===== config.mk =====
export PLATFORM = sky130hd
export DESIGN_NAME = player_inputs
export DESIGN_NICKNAME = d
export VERILOG_FILES = /design/src/logic/input_pkg.sv /design/src/logic/stick_mapper.sv /design/src/logic/rotary_tick.sv /design/src/logic/rotary_dial.sv /design/src/logic/dip_bank.sv /design/src/logic/player_inputs.sv
export SDC_FILE = /design/constraint.sdc
export NUM_CORES = 1
export LEC_CHECK = 0
export BUFFER_PORTS_ARGS = -buffer_cell sky130_fd_sc_hd__buf_4
export CAP_MARGIN = 30
export CORE_MARGIN = 8
export CORE_UTILIZATION = 40
export CTS_BUF_LIST = sky130_fd_sc_hd__clkbuf_2 sky130_fd_sc_hd__clkbuf_4 sky130_fd_sc_hd__clkbuf_8
export DETAILED_ROUTE_END_ITERATION = 16
export MAX_ROUTING_LAYER = met4
export PLACE_DENSITY = 0.79
export SLEW_MARGIN = 20
export SYNTH_ARGS = -nofsm -noshare
export SYNTH_HDL_FRONTEND = slang
export SYNTH_SLANG_ARGS = --single-unit

===== constraint.sdc =====
create_clock -name clk_53p6 -period 2.74 [get_ports clk_53p6]
set_input_delay 0 -clock clk_53p6 [delete_from_list [all_inputs] [get_ports clk_53p6]]
set_output_delay 0 -clock clk_53p6 [all_outputs]
set_load 0.01 [all_outputs]

===== src/logic/input_pkg.sv =====
//====================
// Shared widths and constants for the player input section
// USB and DB15 control bit positions, dial limits, speed codes
//====================

package input_pkg;

	// Control word and dial sizes
	localparam int JOY_W = 16;
	localparam int DIAL_W = 4;
	localparam logic [DIAL_W-1:0] DIAL_MAX = 4'd11;   // Top position, also reset value
	localparam int DIV_W_DEFAULT = 23;                 // ~6.4 Hz step at 53.6 MHz

	// Rotary speed select
	localparam logic [1:0] SPEED_NORMAL = 2'd0;
	localparam logic [1:0] SPEED_SLOW = 2'd1;
	localparam logic [1:0] SPEED_FAST = 2'd2;
	localparam logic [1:0] SPEED_VFAST = 2'd3;

	// Download bus
	localparam logic [7:0] DIP_INDEX = 8'd254;
	localparam logic [7:0] GAME_INDEX = 8'd1;
	localparam int DIP_COUNT = 8;

	//====================
	// USB joystick word, active high
	//====================
	localparam int USB_RIGHT = 0;
	localparam int USB_LEFT = 1;
	localparam int USB_DOWN = 2;
	localparam int USB_UP = 3;
	localparam int USB_SHOT = 4;
	localparam int USB_MISSILE = 5;
	localparam int USB_START = 6;
	localparam int USB_COIN = 7;
	localparam int USB_ROT_L = 8;
	localparam int USB_ROT_R = 9;
	localparam int USB_SERVICE = 10;
	localparam int USB_PAUSE = 11;

	//====================
	// DB15 word, active low, NeoGeo layout
	//====================
	localparam int DB_RIGHT = 0;
	localparam int DB_LEFT = 1;
	localparam int DB_DOWN = 2;
	localparam int DB_UP = 3;
	localparam int DB_A = 4;
	localparam int DB_B = 5;
	localparam int DB_C = 6;
	localparam int DB_D = 7;
	localparam int DB_START = 10;
	localparam int DB_SELECT = 11;

endpackage


===== src/logic/stick_mapper.sv =====
//====================
// Control source select and polarity for one player
// USB word or DB15 pad, NeoGeo or LS-30 button layout
//====================
`timescale 1ns/100ps

module stick_mapper (
	input  logic [input_pkg::JOY_W-1:0] joy_usb,   // Active high
	input  logic [input_pkg::JOY_W-1:0] joy_db15,  // Active low
	input  logic                        db15_sel,
	input  logic                        ls30_sel,
	output logic                        up_n,
	output logic                        down_n,
	output logic                        left_n,
	output logic                        right_n,
	output logic                        shot_n,
	output logic                        missile_n,
	output logic                        start_n,
	output logic                        coin_n,
	output logic                        service_n,
	output logic                        rot_left,
	output logic                        rot_right,
	output logic                        pause
);

	logic use_db;

	assign use_db = db15_sel | ls30_sel;   // Any pad on the DB15 port

	always_comb begin
		if (use_db) begin
			// DB15 already active low, directions pass straight
			up_n      = joy_db15[input_pkg::DB_UP];
			down_n    = joy_db15[input_pkg::DB_DOWN];
			left_n    = joy_db15[input_pkg::DB_LEFT];
			right_n   = joy_db15[input_pkg::DB_RIGHT];
			start_n   = joy_db15[input_pkg::DB_START];
			coin_n    = joy_db15[input_pkg::DB_SELECT];
			// NeoGeo B,C vs LS-30 A,B
			shot_n    = db15_sel ? joy_db15[input_pkg::DB_B] : joy_db15[input_pkg::DB_A];
			missile_n = db15_sel ? joy_db15[input_pkg::DB_C] : joy_db15[input_pkg::DB_B];
			// Select+B gives service
			service_n = joy_db15[input_pkg::DB_B] | joy_db15[input_pkg::DB_SELECT];
			pause     = joy_db15[input_pkg::DB_A] & joy_db15[input_pkg::DB_SELECT];
			rot_left  = ~joy_db15[input_pkg::DB_A];
			rot_right = ~joy_db15[input_pkg::DB_D];
		end else begin
			up_n      = ~joy_usb[input_pkg::USB_UP];
			down_n    = ~joy_usb[input_pkg::USB_DOWN];
			left_n    = ~joy_usb[input_pkg::USB_LEFT];
			right_n   = ~joy_usb[input_pkg::USB_RIGHT];
			start_n   = ~joy_usb[input_pkg::USB_START];
			coin_n    = ~joy_usb[input_pkg::USB_COIN];
			shot_n    = ~joy_usb[input_pkg::USB_SHOT];
			missile_n = ~joy_usb[input_pkg::USB_MISSILE];
			service_n = ~joy_usb[input_pkg::USB_SERVICE];
			pause     = joy_usb[input_pkg::USB_PAUSE];    // Rotate and pause stay high true
			rot_left  = joy_usb[input_pkg::USB_ROT_L];
			rot_right = joy_usb[input_pkg::USB_ROT_R];
		end
	end

endmodule


===== src/logic/rotary_tick.sv =====
//====================
// Free-running divider for the rotary dials
// One-cycle step enable at the selected speed
//====================
`timescale 1ns/100ps

module rotary_tick #(
	parameter int DIV_W = input_pkg::DIV_W_DEFAULT   // Needs at least 3 bits
) (
	input  logic       clk_53p6,
	input  logic       reset,
	input  logic [1:0] rot_speed,
	output logic       step
);

	logic [DIV_W-1:0] div_cnt;

	always_ff @(posedge clk_53p6) begin
		if (reset) begin
			div_cnt <= '0;
		end else begin
			div_cnt <= div_cnt + 1'b1;   // Wraps freely
		end
	end

	// Fewer low bits checked gives a faster step
	always_comb begin
		step = 1'b0;
		case (rot_speed)
			input_pkg::SPEED_NORMAL: step = (div_cnt == '0);
			input_pkg::SPEED_SLOW:   step = (div_cnt == '0);   // Same period as normal
			input_pkg::SPEED_FAST:   step = (div_cnt[DIV_W-2:0] == '0);
			input_pkg::SPEED_VFAST:  step = (div_cnt[DIV_W-3:0] == '0);
		endcase
	end

endmodule


===== src/logic/rotary_dial.sv =====
//====================
// 12-position rotary dial for one player
// Wraps at both ends, left wins over right
//====================
`timescale 1ns/100ps

module rotary_dial (
	input  logic                         clk_53p6,
	input  logic                         reset,
	input  logic                         step,       // From rotary_tick
	input  logic                         rot_left,
	input  logic                         rot_right,
	output logic [input_pkg::DIAL_W-1:0] position
);

	logic [input_pkg::DIAL_W-1:0] pos_inc;
	logic [input_pkg::DIAL_W-1:0] pos_dec;

	// Next positions with wrap
	always_comb begin
		if (position == input_pkg::DIAL_MAX) begin
			pos_inc = '0;
		end else begin
			pos_inc = position + 1'b1;
		end

		if (position == '0) begin
			pos_dec = input_pkg::DIAL_MAX;   // 0 back to 11
		end else begin
			pos_dec = position - 1'b1;
		end
	end

	always_ff @(posedge clk_53p6) begin
		if (reset) begin
			position <= input_pkg::DIAL_MAX;
		end else if (step) begin
			if (rot_left) begin
				position <= pos_inc;   // Left has priority
			end else if (rot_right) begin
				position <= pos_dec;
			end
		end
	end

endmodule


===== src/logic/dip_bank.sv =====
//====================
// DIP switch bytes and game number
// Captured from the ROM download bus
//====================
`timescale 1ns/100ps

module dip_bank (
	input  logic        clk_53p6,
	input  logic        reset,
	input  logic        ioctl_wr,
	input  logic [7:0]  ioctl_index,
	input  logic [24:0] ioctl_addr,
	input  logic [7:0]  ioctl_dout,
	output logic [7:0]  dsw1,
	output logic [7:0]  dsw2,
	output logic [7:0]  game
);

	localparam int SEL_W = $clog2(input_pkg::DIP_COUNT);

	logic [7:0] sw [input_pkg::DIP_COUNT];
	logic       dip_hit;
	logic       game_hit;

	// Address decode for the two download targets
	assign dip_hit = ioctl_wr && (ioctl_index == input_pkg::DIP_INDEX) &&
		(ioctl_addr < 25'(input_pkg::DIP_COUNT));
	assign game_hit = ioctl_wr && (ioctl_index == input_pkg::GAME_INDEX) &&
		(ioctl_addr == '0);

	always_ff @(posedge clk_53p6) begin
		if (reset) begin
			for (int i = 0; i < input_pkg::DIP_COUNT; i++) begin
				sw[i] <= '0;
			end
			game <= '0;
		end else begin
			if (dip_hit) sw[ioctl_addr[SEL_W-1:0]] <= ioctl_dout;
			if (game_hit) game <= ioctl_dout;   // Multigame select
		end
	end

	// Only the first two banks go to the core
	assign dsw1 = sw[0];
	assign dsw2 = sw[1];

endmodule


===== src/logic/player_inputs.sv =====
//====================
// Player input section top level
// Two stick mappers, rotary dials, DIP capture, player word packing
//====================
`timescale 1ns/100ps

module player_inputs #(
	parameter int DIV_W = input_pkg::DIV_W_DEFAULT
) (
	input  logic                        clk_53p6,
	input  logic                        reset,
	input  logic [input_pkg::JOY_W-1:0] joy_usb_1,
	input  logic [input_pkg::JOY_W-1:0] joy_usb_2,
	input  logic [input_pkg::JOY_W-1:0] joy_db15_1,
	input  logic [input_pkg::JOY_W-1:0] joy_db15_2,
	input  logic [1:0]                  db15_sel,    // Bit 0 player 1
	input  logic [1:0]                  ls30_sel,
	input  logic [1:0]                  rot_speed,
	input  logic                        ioctl_wr,
	input  logic [7:0]                  ioctl_index,
	input  logic [24:0]                 ioctl_addr,
	input  logic [7:0]                  ioctl_dout,
	output logic [15:0]                 player1,
	output logic [15:0]                 player2,
	output logic [7:0]                  dsw1,
	output logic [7:0]                  dsw2,
	output logic [7:0]                  game,
	output logic                        pause_req
);

	// Per-player control bits, index 0 is player 1
	logic [1:0] up_n, down_n, left_n, right_n;
	logic [1:0] shot_n, missile_n, start_n, coin_n, service_n;
	logic [1:0] rot_left, rot_right, pause;
	logic       step;
	logic [input_pkg::DIAL_W-1:0] pos1;
	logic [input_pkg::DIAL_W-1:0] pos2;

	//====================
	// Control mapping
	//====================
	stick_mapper u_map1 (
		.joy_usb(joy_usb_1), .joy_db15(joy_db15_1),
		.db15_sel(db15_sel[0]), .ls30_sel(ls30_sel[0]),
		.up_n(up_n[0]), .down_n(down_n[0]), .left_n(left_n[0]), .right_n(right_n[0]),
		.shot_n(shot_n[0]), .missile_n(missile_n[0]),
		.start_n(start_n[0]), .coin_n(coin_n[0]), .service_n(service_n[0]),
		.rot_left(rot_left[0]), .rot_right(rot_right[0]), .pause(pause[0])
	);

	stick_mapper u_map2 (
		.joy_usb(joy_usb_2), .joy_db15(joy_db15_2),
		.db15_sel(db15_sel[1]), .ls30_sel(ls30_sel[1]),
		.up_n(up_n[1]), .down_n(down_n[1]), .left_n(left_n[1]), .right_n(right_n[1]),
		.shot_n(shot_n[1]), .missile_n(missile_n[1]),
		.start_n(start_n[1]), .coin_n(coin_n[1]), .service_n(service_n[1]),
		.rot_left(rot_left[1]), .rot_right(rot_right[1]), .pause(pause[1])
	);

	//====================
	// Rotary dials
	//====================
	rotary_tick #(.DIV_W(DIV_W)) u_tick (
		.clk_53p6(clk_53p6), .reset(reset), .rot_speed(rot_speed), .step(step)
	);

	// Both dials share one step
	rotary_dial u_dial1 (
		.clk_53p6(clk_53p6), .reset(reset), .step(step),
		.rot_left(rot_left[0]), .rot_right(rot_right[0]), .position(pos1)
	);

	rotary_dial u_dial2 (
		.clk_53p6(clk_53p6), .reset(reset), .step(step),
		.rot_left(rot_left[1]), .rot_right(rot_right[1]), .position(pos2)
	);

	dip_bank u_dip (
		.clk_53p6(clk_53p6), .reset(reset), .ioctl_wr(ioctl_wr),
		.ioctl_index(ioctl_index), .ioctl_addr(ioctl_addr), .ioctl_dout(ioctl_dout),
		.dsw1(dsw1), .dsw2(dsw2), .game(game)
	);

	// Port word, controls active low, dial in 7:4
	assign player1 = {2'b11, up_n[0], down_n[0], right_n[0], left_n[0], service_n[0],
		1'b1, pos1, missile_n[0], shot_n[0], start_n[0], coin_n[0]};
	assign player2 = {2'b11, up_n[1], down_n[1], right_n[1], left_n[1], service_n[1],
		1'b1, pos2, missile_n[1], shot_n[1], start_n[1], coin_n[1]};

	assign pause_req = pause[0] | pause[1];   // Either player

endmodule


== Yosys cells after proc, flatten, opt, wreduce, memory -nomap -nowiden ==
Memories as Yosys holds them, arrays and structs flattened.
Cells that the tools add are included.

* Add/subtract/negate cells: 5
* Order comparisons: 1
* Equality and inequality tests: 7
* Mux-type cells: 45
* Bitwise logic cells: 29
* Reductions and logical operators: 17

{| class="wikitable"
|+ Operators with widths
! kind !! count
|-
| two-way mux 1 bit || 34
|-
| two-way mux 4 bit || 8
|-
| logical NOT 25 bit || 1
|-
| < comparator 25 x 4 -> 1 bit, second input constant || 1
|-
| adder 23 x 1 -> 23 bit, second input constant || 1
|-
| logical NOT 23 bit || 1
|-
| logical NOT 22 bit || 1
|-
| inverter 1 bit || 22
|-
| logical NOT 21 bit || 1
|-
| adder 4 x 1 -> 4 bit, second input constant || 2
|-
| equality test 4 bit, second input constant || 2
|-
| equality test 8 x 1 -> 1 bit, second input constant || 1
|-
| equality test 8 bit, second input constant || 1
|-
| logical NOT 4 bit || 2
|-
| two-way mux 8 bit || 1
|-
| OR reduction 8 bit || 1
|-
| subtractor 4 x 1 -> 4 bit, second input constant || 2
|-
| bitwise OR 1 bit || 5
|-
| equality test 2 bit, second input constant || 2
|-
| logical AND 1 bit || 4
|-
| AND reduction 2 bit || 2
|-
| nonzero test 2 bit || 2
|-
| two-way mux 3 bit || 1
|-
| one-hot mux 1 bit (3 select lines) || 1
|-
| 4 further kinds || 5
|}

* Register bits: 39
* RAM bits: 64
* Bits of input ports: 114
* Output and inout bits: 57
* Memories kept: 1

{| class="wikitable"
|+ Memories
! name !! words !! width !! rd ports !! clocked after memory_dff !! wr ports !! line !! text
|-
| u_dip.sw || 8 || 8 || 2 || 0 || 8 || dip_bank.sv:21 || <nowiki>logic [7:0] sw [input_pkg::DIP_COUNT];</nowiki>
|}

== Logic depth before layout (Yosys ltp) ==
* Word-level depth: 8
* Mapped depth: 7

== By module ==
A second synthesis with hierarchy kept.

* Cell total of the unflattened synthesis: 365
* Area total of the unflattened synthesis: 3294.4 µm²

{| class="wikitable"
|+ By module, submodules not included
! module !! times used !! cells an instance !! area an instance (µm²) !! seq. area each (µm²)
|-
| dip_bank || 1 || 94 || 1159.9 || 640.6
|-
| rotary_tick || 1 || 131 || 1122.3 || 460.4
|-
| stick_mapper || 2 || 33 || 190.2 || 0.0
|-
| rotary_dial (u_dial1) || 1 || 33 || 291.5 || 80.1
|-
| rotary_dial (u_dial2) || 1 || 33 || 285.3 || 80.1
|-
| player_inputs || 1 || 8 || 55.1 || 0.0
|}

== Worst setup path before layout ==
OpenSTA, ideal clock, no wires.

* Path kind: input to register
* Start point: in reset
* End point: mem u_dip.sw[1][0], enable pin
* Arrival: 1.327 ns
* Path slack: 1.083 ns
* Stages on the path: 4
* Buffers on the path: 0
* Path through: nand4b_1 or4_1 nor4_4 or2_1

{| class="wikitable"
|+ RTL lines
! element !! line !! text
|-
| start, declared || player_inputs.sv:11 || <nowiki>input logic reset,</nowiki>
|-
| end, declared || dip_bank.sv:21 ||
|}

== Worst setup path in the final report ==
* Start point: reg u_tick.div_cnt[6]
* End point: reg u_tick.div_cnt[21]

* Cells in the longest elaborated chain, start to end: 1

{| class="wikitable"
|+ Ends and longest elaborated chain
! element !! line !! text
|-
| start, declared || rotary_tick.sv:16 || <nowiki>logic [DIV_W-1:0] div_cnt;</nowiki>
|-
| start signal, assigned || rotary_tick.sv:22 || <nowiki>div_cnt <= div_cnt + 1'b1;</nowiki>
|-
| adder 23 x 1 -> 23 bit || rotary_tick.sv:22 ||
|}

No other way between the ends.
A chain may end at the register's enable or synchronous reset.

==> flow_metrics.py <==
metrics = {
    "drt": {
        "postRouteAntennaNets": 0,
        "drtIter0Drc": 186,
        "dr.pass1.iters": 4,
        "wire_per_inst_um": 15.8,
        "drc": 0,
        "vias_per_cell": 5.45,
        "route.final.wire_length_mm": 10.0,
        "dr_total_vias": 3447,
    },
    "sta": {
        "drv_slew": 0,
        "setup_viol": 0,
        "skew_ns": 0.0115,
        "fin_crit_sh": 0.754,
        "tightest_slew_ns": 0.947,
        "period_needed_ns": 2.07,
        "hold_ws_ns": 0.201,
        "max_slew_margin": 0.366,
        "fmax_mhz": 484,
        "finalHoldViolations": 0,
        "rsz0062_at_grt": "false",
        "finalSetupTns_ns": 0,
    },
    "cts": {
        "cts_buffers": 5,
        "cts_root_buf": "clkbuf_8",
        "cts_resized": 0,
        "cts.sinks": 55,
        "h-tree-depth": 2,
        "path_clk_slew_ns": 0.11,
        "cts_buffer_depth": 2,
        "cts_tree": "built",
        "clock_latency_ns": 0.31,
    },
    "global_route": {
        "antenna_found_initial": 0,
        "gr-usage-met3": 0.0281,
        "grt_start_max_net_pins": 39,
        "grt_pass1_vias": 3240,
        "grt_pass1_wl_mm": 15.9,
        "grt.overflow.total": 0,
        "grt_busiest_layer": "met2",
        "met2_usage": 0.287,
        "use_met1": 0.198,
        "grt_use_total": 0.165,
    },
    "job": {
        "drv_cap": 0,
    },
    "yosys": {
        "synth_common_cells": "dfxtp_1, nand2_1, o21ai_0, buf_4, a21oi_1",
        "synth_most_common_cell": "dfxtp_1",
        "syn_avg_cell_area_um2": 8.66,
        "ys_warn_count": 0,
        "synth_top_family_by_area": "simple AND/OR/NAND/NOR gates",
        "synth_top_area_cell": "dfxtp_1",
        "synth-compound-area-share": 0.195,
        "syn_inst": 403,
        "synth_area_leaders": "dfxtp_1, edfxtp_1, buf_4",
        "synthSimpleGateAreaFrac": 0.276,
        "synth_top_area_frac": 0.224,
        "synth_seq_cells": 55,
        "yosysUniqueCellTypes": 55,
        "synth-async-reset-ratio": 0,
        "synthFlopType": "dfxtp_1",
        "yosys.area_share.xor_xnor": 0.0276,
        "yosysSeqAreaShare": 0.361,
        "synth_edf_count": 16,
        "synth_area_um2": 3490,
        "synthMuxAreaShare": 0.0115,
        "synthAdderAreaFrac": 0.0287,
    },
    "layout": {
        "diodes": 0,
        "final_nets": 645,
        "layout-drive-gt1-share": 0.313,
        "regArea_um2": 1260,
        "multiInputGateArea_um2": 1900,
        "nFillCells": 791,
        "areaGrowthSynthToFinish_pct": 32.8,
    },
    "placement": {
        "hpwl_mm": 7.85,
        "place_congestion": 0.803,
        "port_buffers": 144,
    },
    "floorplan": {
        "die_w_um": 109,
        "fp.dieArea_um2": 12000,
        "core_um2": 8590,
        "initial_core_util": 0.406,
        "io_pins": 171,
        "die_h_um": 109,
        "floorplan.rows": 34,
    },
    "pwr": {
        "p_int_mw": 1.32,
        "p_switching_mw": 0.547,
        "powerDensity_nw_per_um2": 402,
        "vdd_drop_max_mv": 0.231,
        "switching_share": 0.294,
        "seqPwrFrac": 0.488,
        "p_leak_nw": 2.01,
        "combPwrFrac": 0.257,
        "pwr-share-clk": 0.254,
    },
    "worst_setup_path": {
        "crit_fanout": 18,
        "cp-start-kind": "register",
        "endpoint_kind": "register",
        "critPathKind": "register to register",
        "arrival_ns": 2.30,
        "required_ns": 2.98,
    },
    "status": {
        "outcome": "finished clean",
    },
    "worst_hold_path": {
        "hold_class": "input pin to register",
    },
}
## cell usage in the layout (no fill, tap or decap), drive strengths merged, types with 9 or more instances in the layout
master	netlist	routed
nand2	31	31
o21ai	29	29
dfxtp	39	39
edfxtp	16	16
inv	18	19
nand3	10	10
buf	31	146
nand4	18	18
nor4	15	15
nor2	16	16
or4	9	9
a21oi	22	22
o31ai	16	16
and2	19	19
## sequential cells by signal, summed over array words and instances (netlist names)
register and flops:
u_tick.div_cnt 23, u_dip.sw 16, u_dip.game 8, u_dial1.position 4, u_dial2.position 4
## timing repair
| action | CTS | global route |
|---|---|---|
| buffers inserted | 0 | 0 |
| hold buffers | 8 | 0 |
| hold endpoints to repair | 21 | 0 |
## kinds of logic after synthesis
group,Yosys count
compound gates,102
xor+xnor,11
fa+ha+maj,8
buf+inv,64
flops,55
mux,4
other cells,1
simple gates,158
## cell type report
| class | count | area share |
|---|---|---|
| Inverter | 18 | 0.0146 |
| Multi-Input combinational cell | 289 | 0.410 |
| Tap cell | 108 | 0.0291 |
| Sequential cell | 55 | 0.272 |
| Clock buffer | 5 | 0.0148 |
| Clock inverter | 3 | 0.00594 |
| Timing Repair Buffer | 154 | 0.253 |
## worst paths after layout
path / startpoint / end / slack (ns) / depth (start not counted)
setup / recovery: u_tick.div_cnt[6] / u_tick.div_cnt[21] / 0.67 / 4
hold / removal: joy_db15_1[7] / u_dial1.position[0] / 0.20 / 4
setup reg to reg: u_tick.div_cnt[6] / u_tick.div_cnt[21] / 0.67 / 4
hold reg to reg: u_tick.div_cnt[0] / u_tick.div_cnt[0] / 0.47 / 1
## worst max-delay path, cell delays in order, from the launching register on
cell and delay (ns):
dfxtp_1 0.43, and4_1 0.31, nand3_1 0.45, or4_1 0.65, a21oi_1 0.15
## stage by stage
stage / instances / worst slack (ns) / power, mW / area [um2] / utilization
floorplan: 408 / 1.08 / 1.19 / 3510 / -
global placement: 615 / 0.729 / 1.38 / 4450 / 0.518
detailed placement: 615 / 0.615 / 1.40 / 4450 / 0.518
CTS: 631 / 0.694 / 1.88 / 4630 / 0.539
global route: 632 / 0.479 / 1.97 / 4640 / 0.539
finish: 632 / 0.674 / 1.86 / 4640 / 0.539
## metal layers
metal,share of wire,vias to the layer above
met2,0.54,80
met4,0.0072,0
met5,0,-
li1,-,1716
met1,0.40,1643
met3,0.052,8
## power by group through the flow
stage	Sequential [mW]	Combinational, mW	Clock, mW
3_3_place_gp	0.926	0.457	0
2_1_floorplan	0.932	0.256	0
6_report	0.910	0.479	0.474
5_1_grt	0.918	0.529	0.522
3_5_place_dp	0.930	0.470	0
4_1_cts	0.911	0.482	0.484
Power figures use the tool's default switching activity.
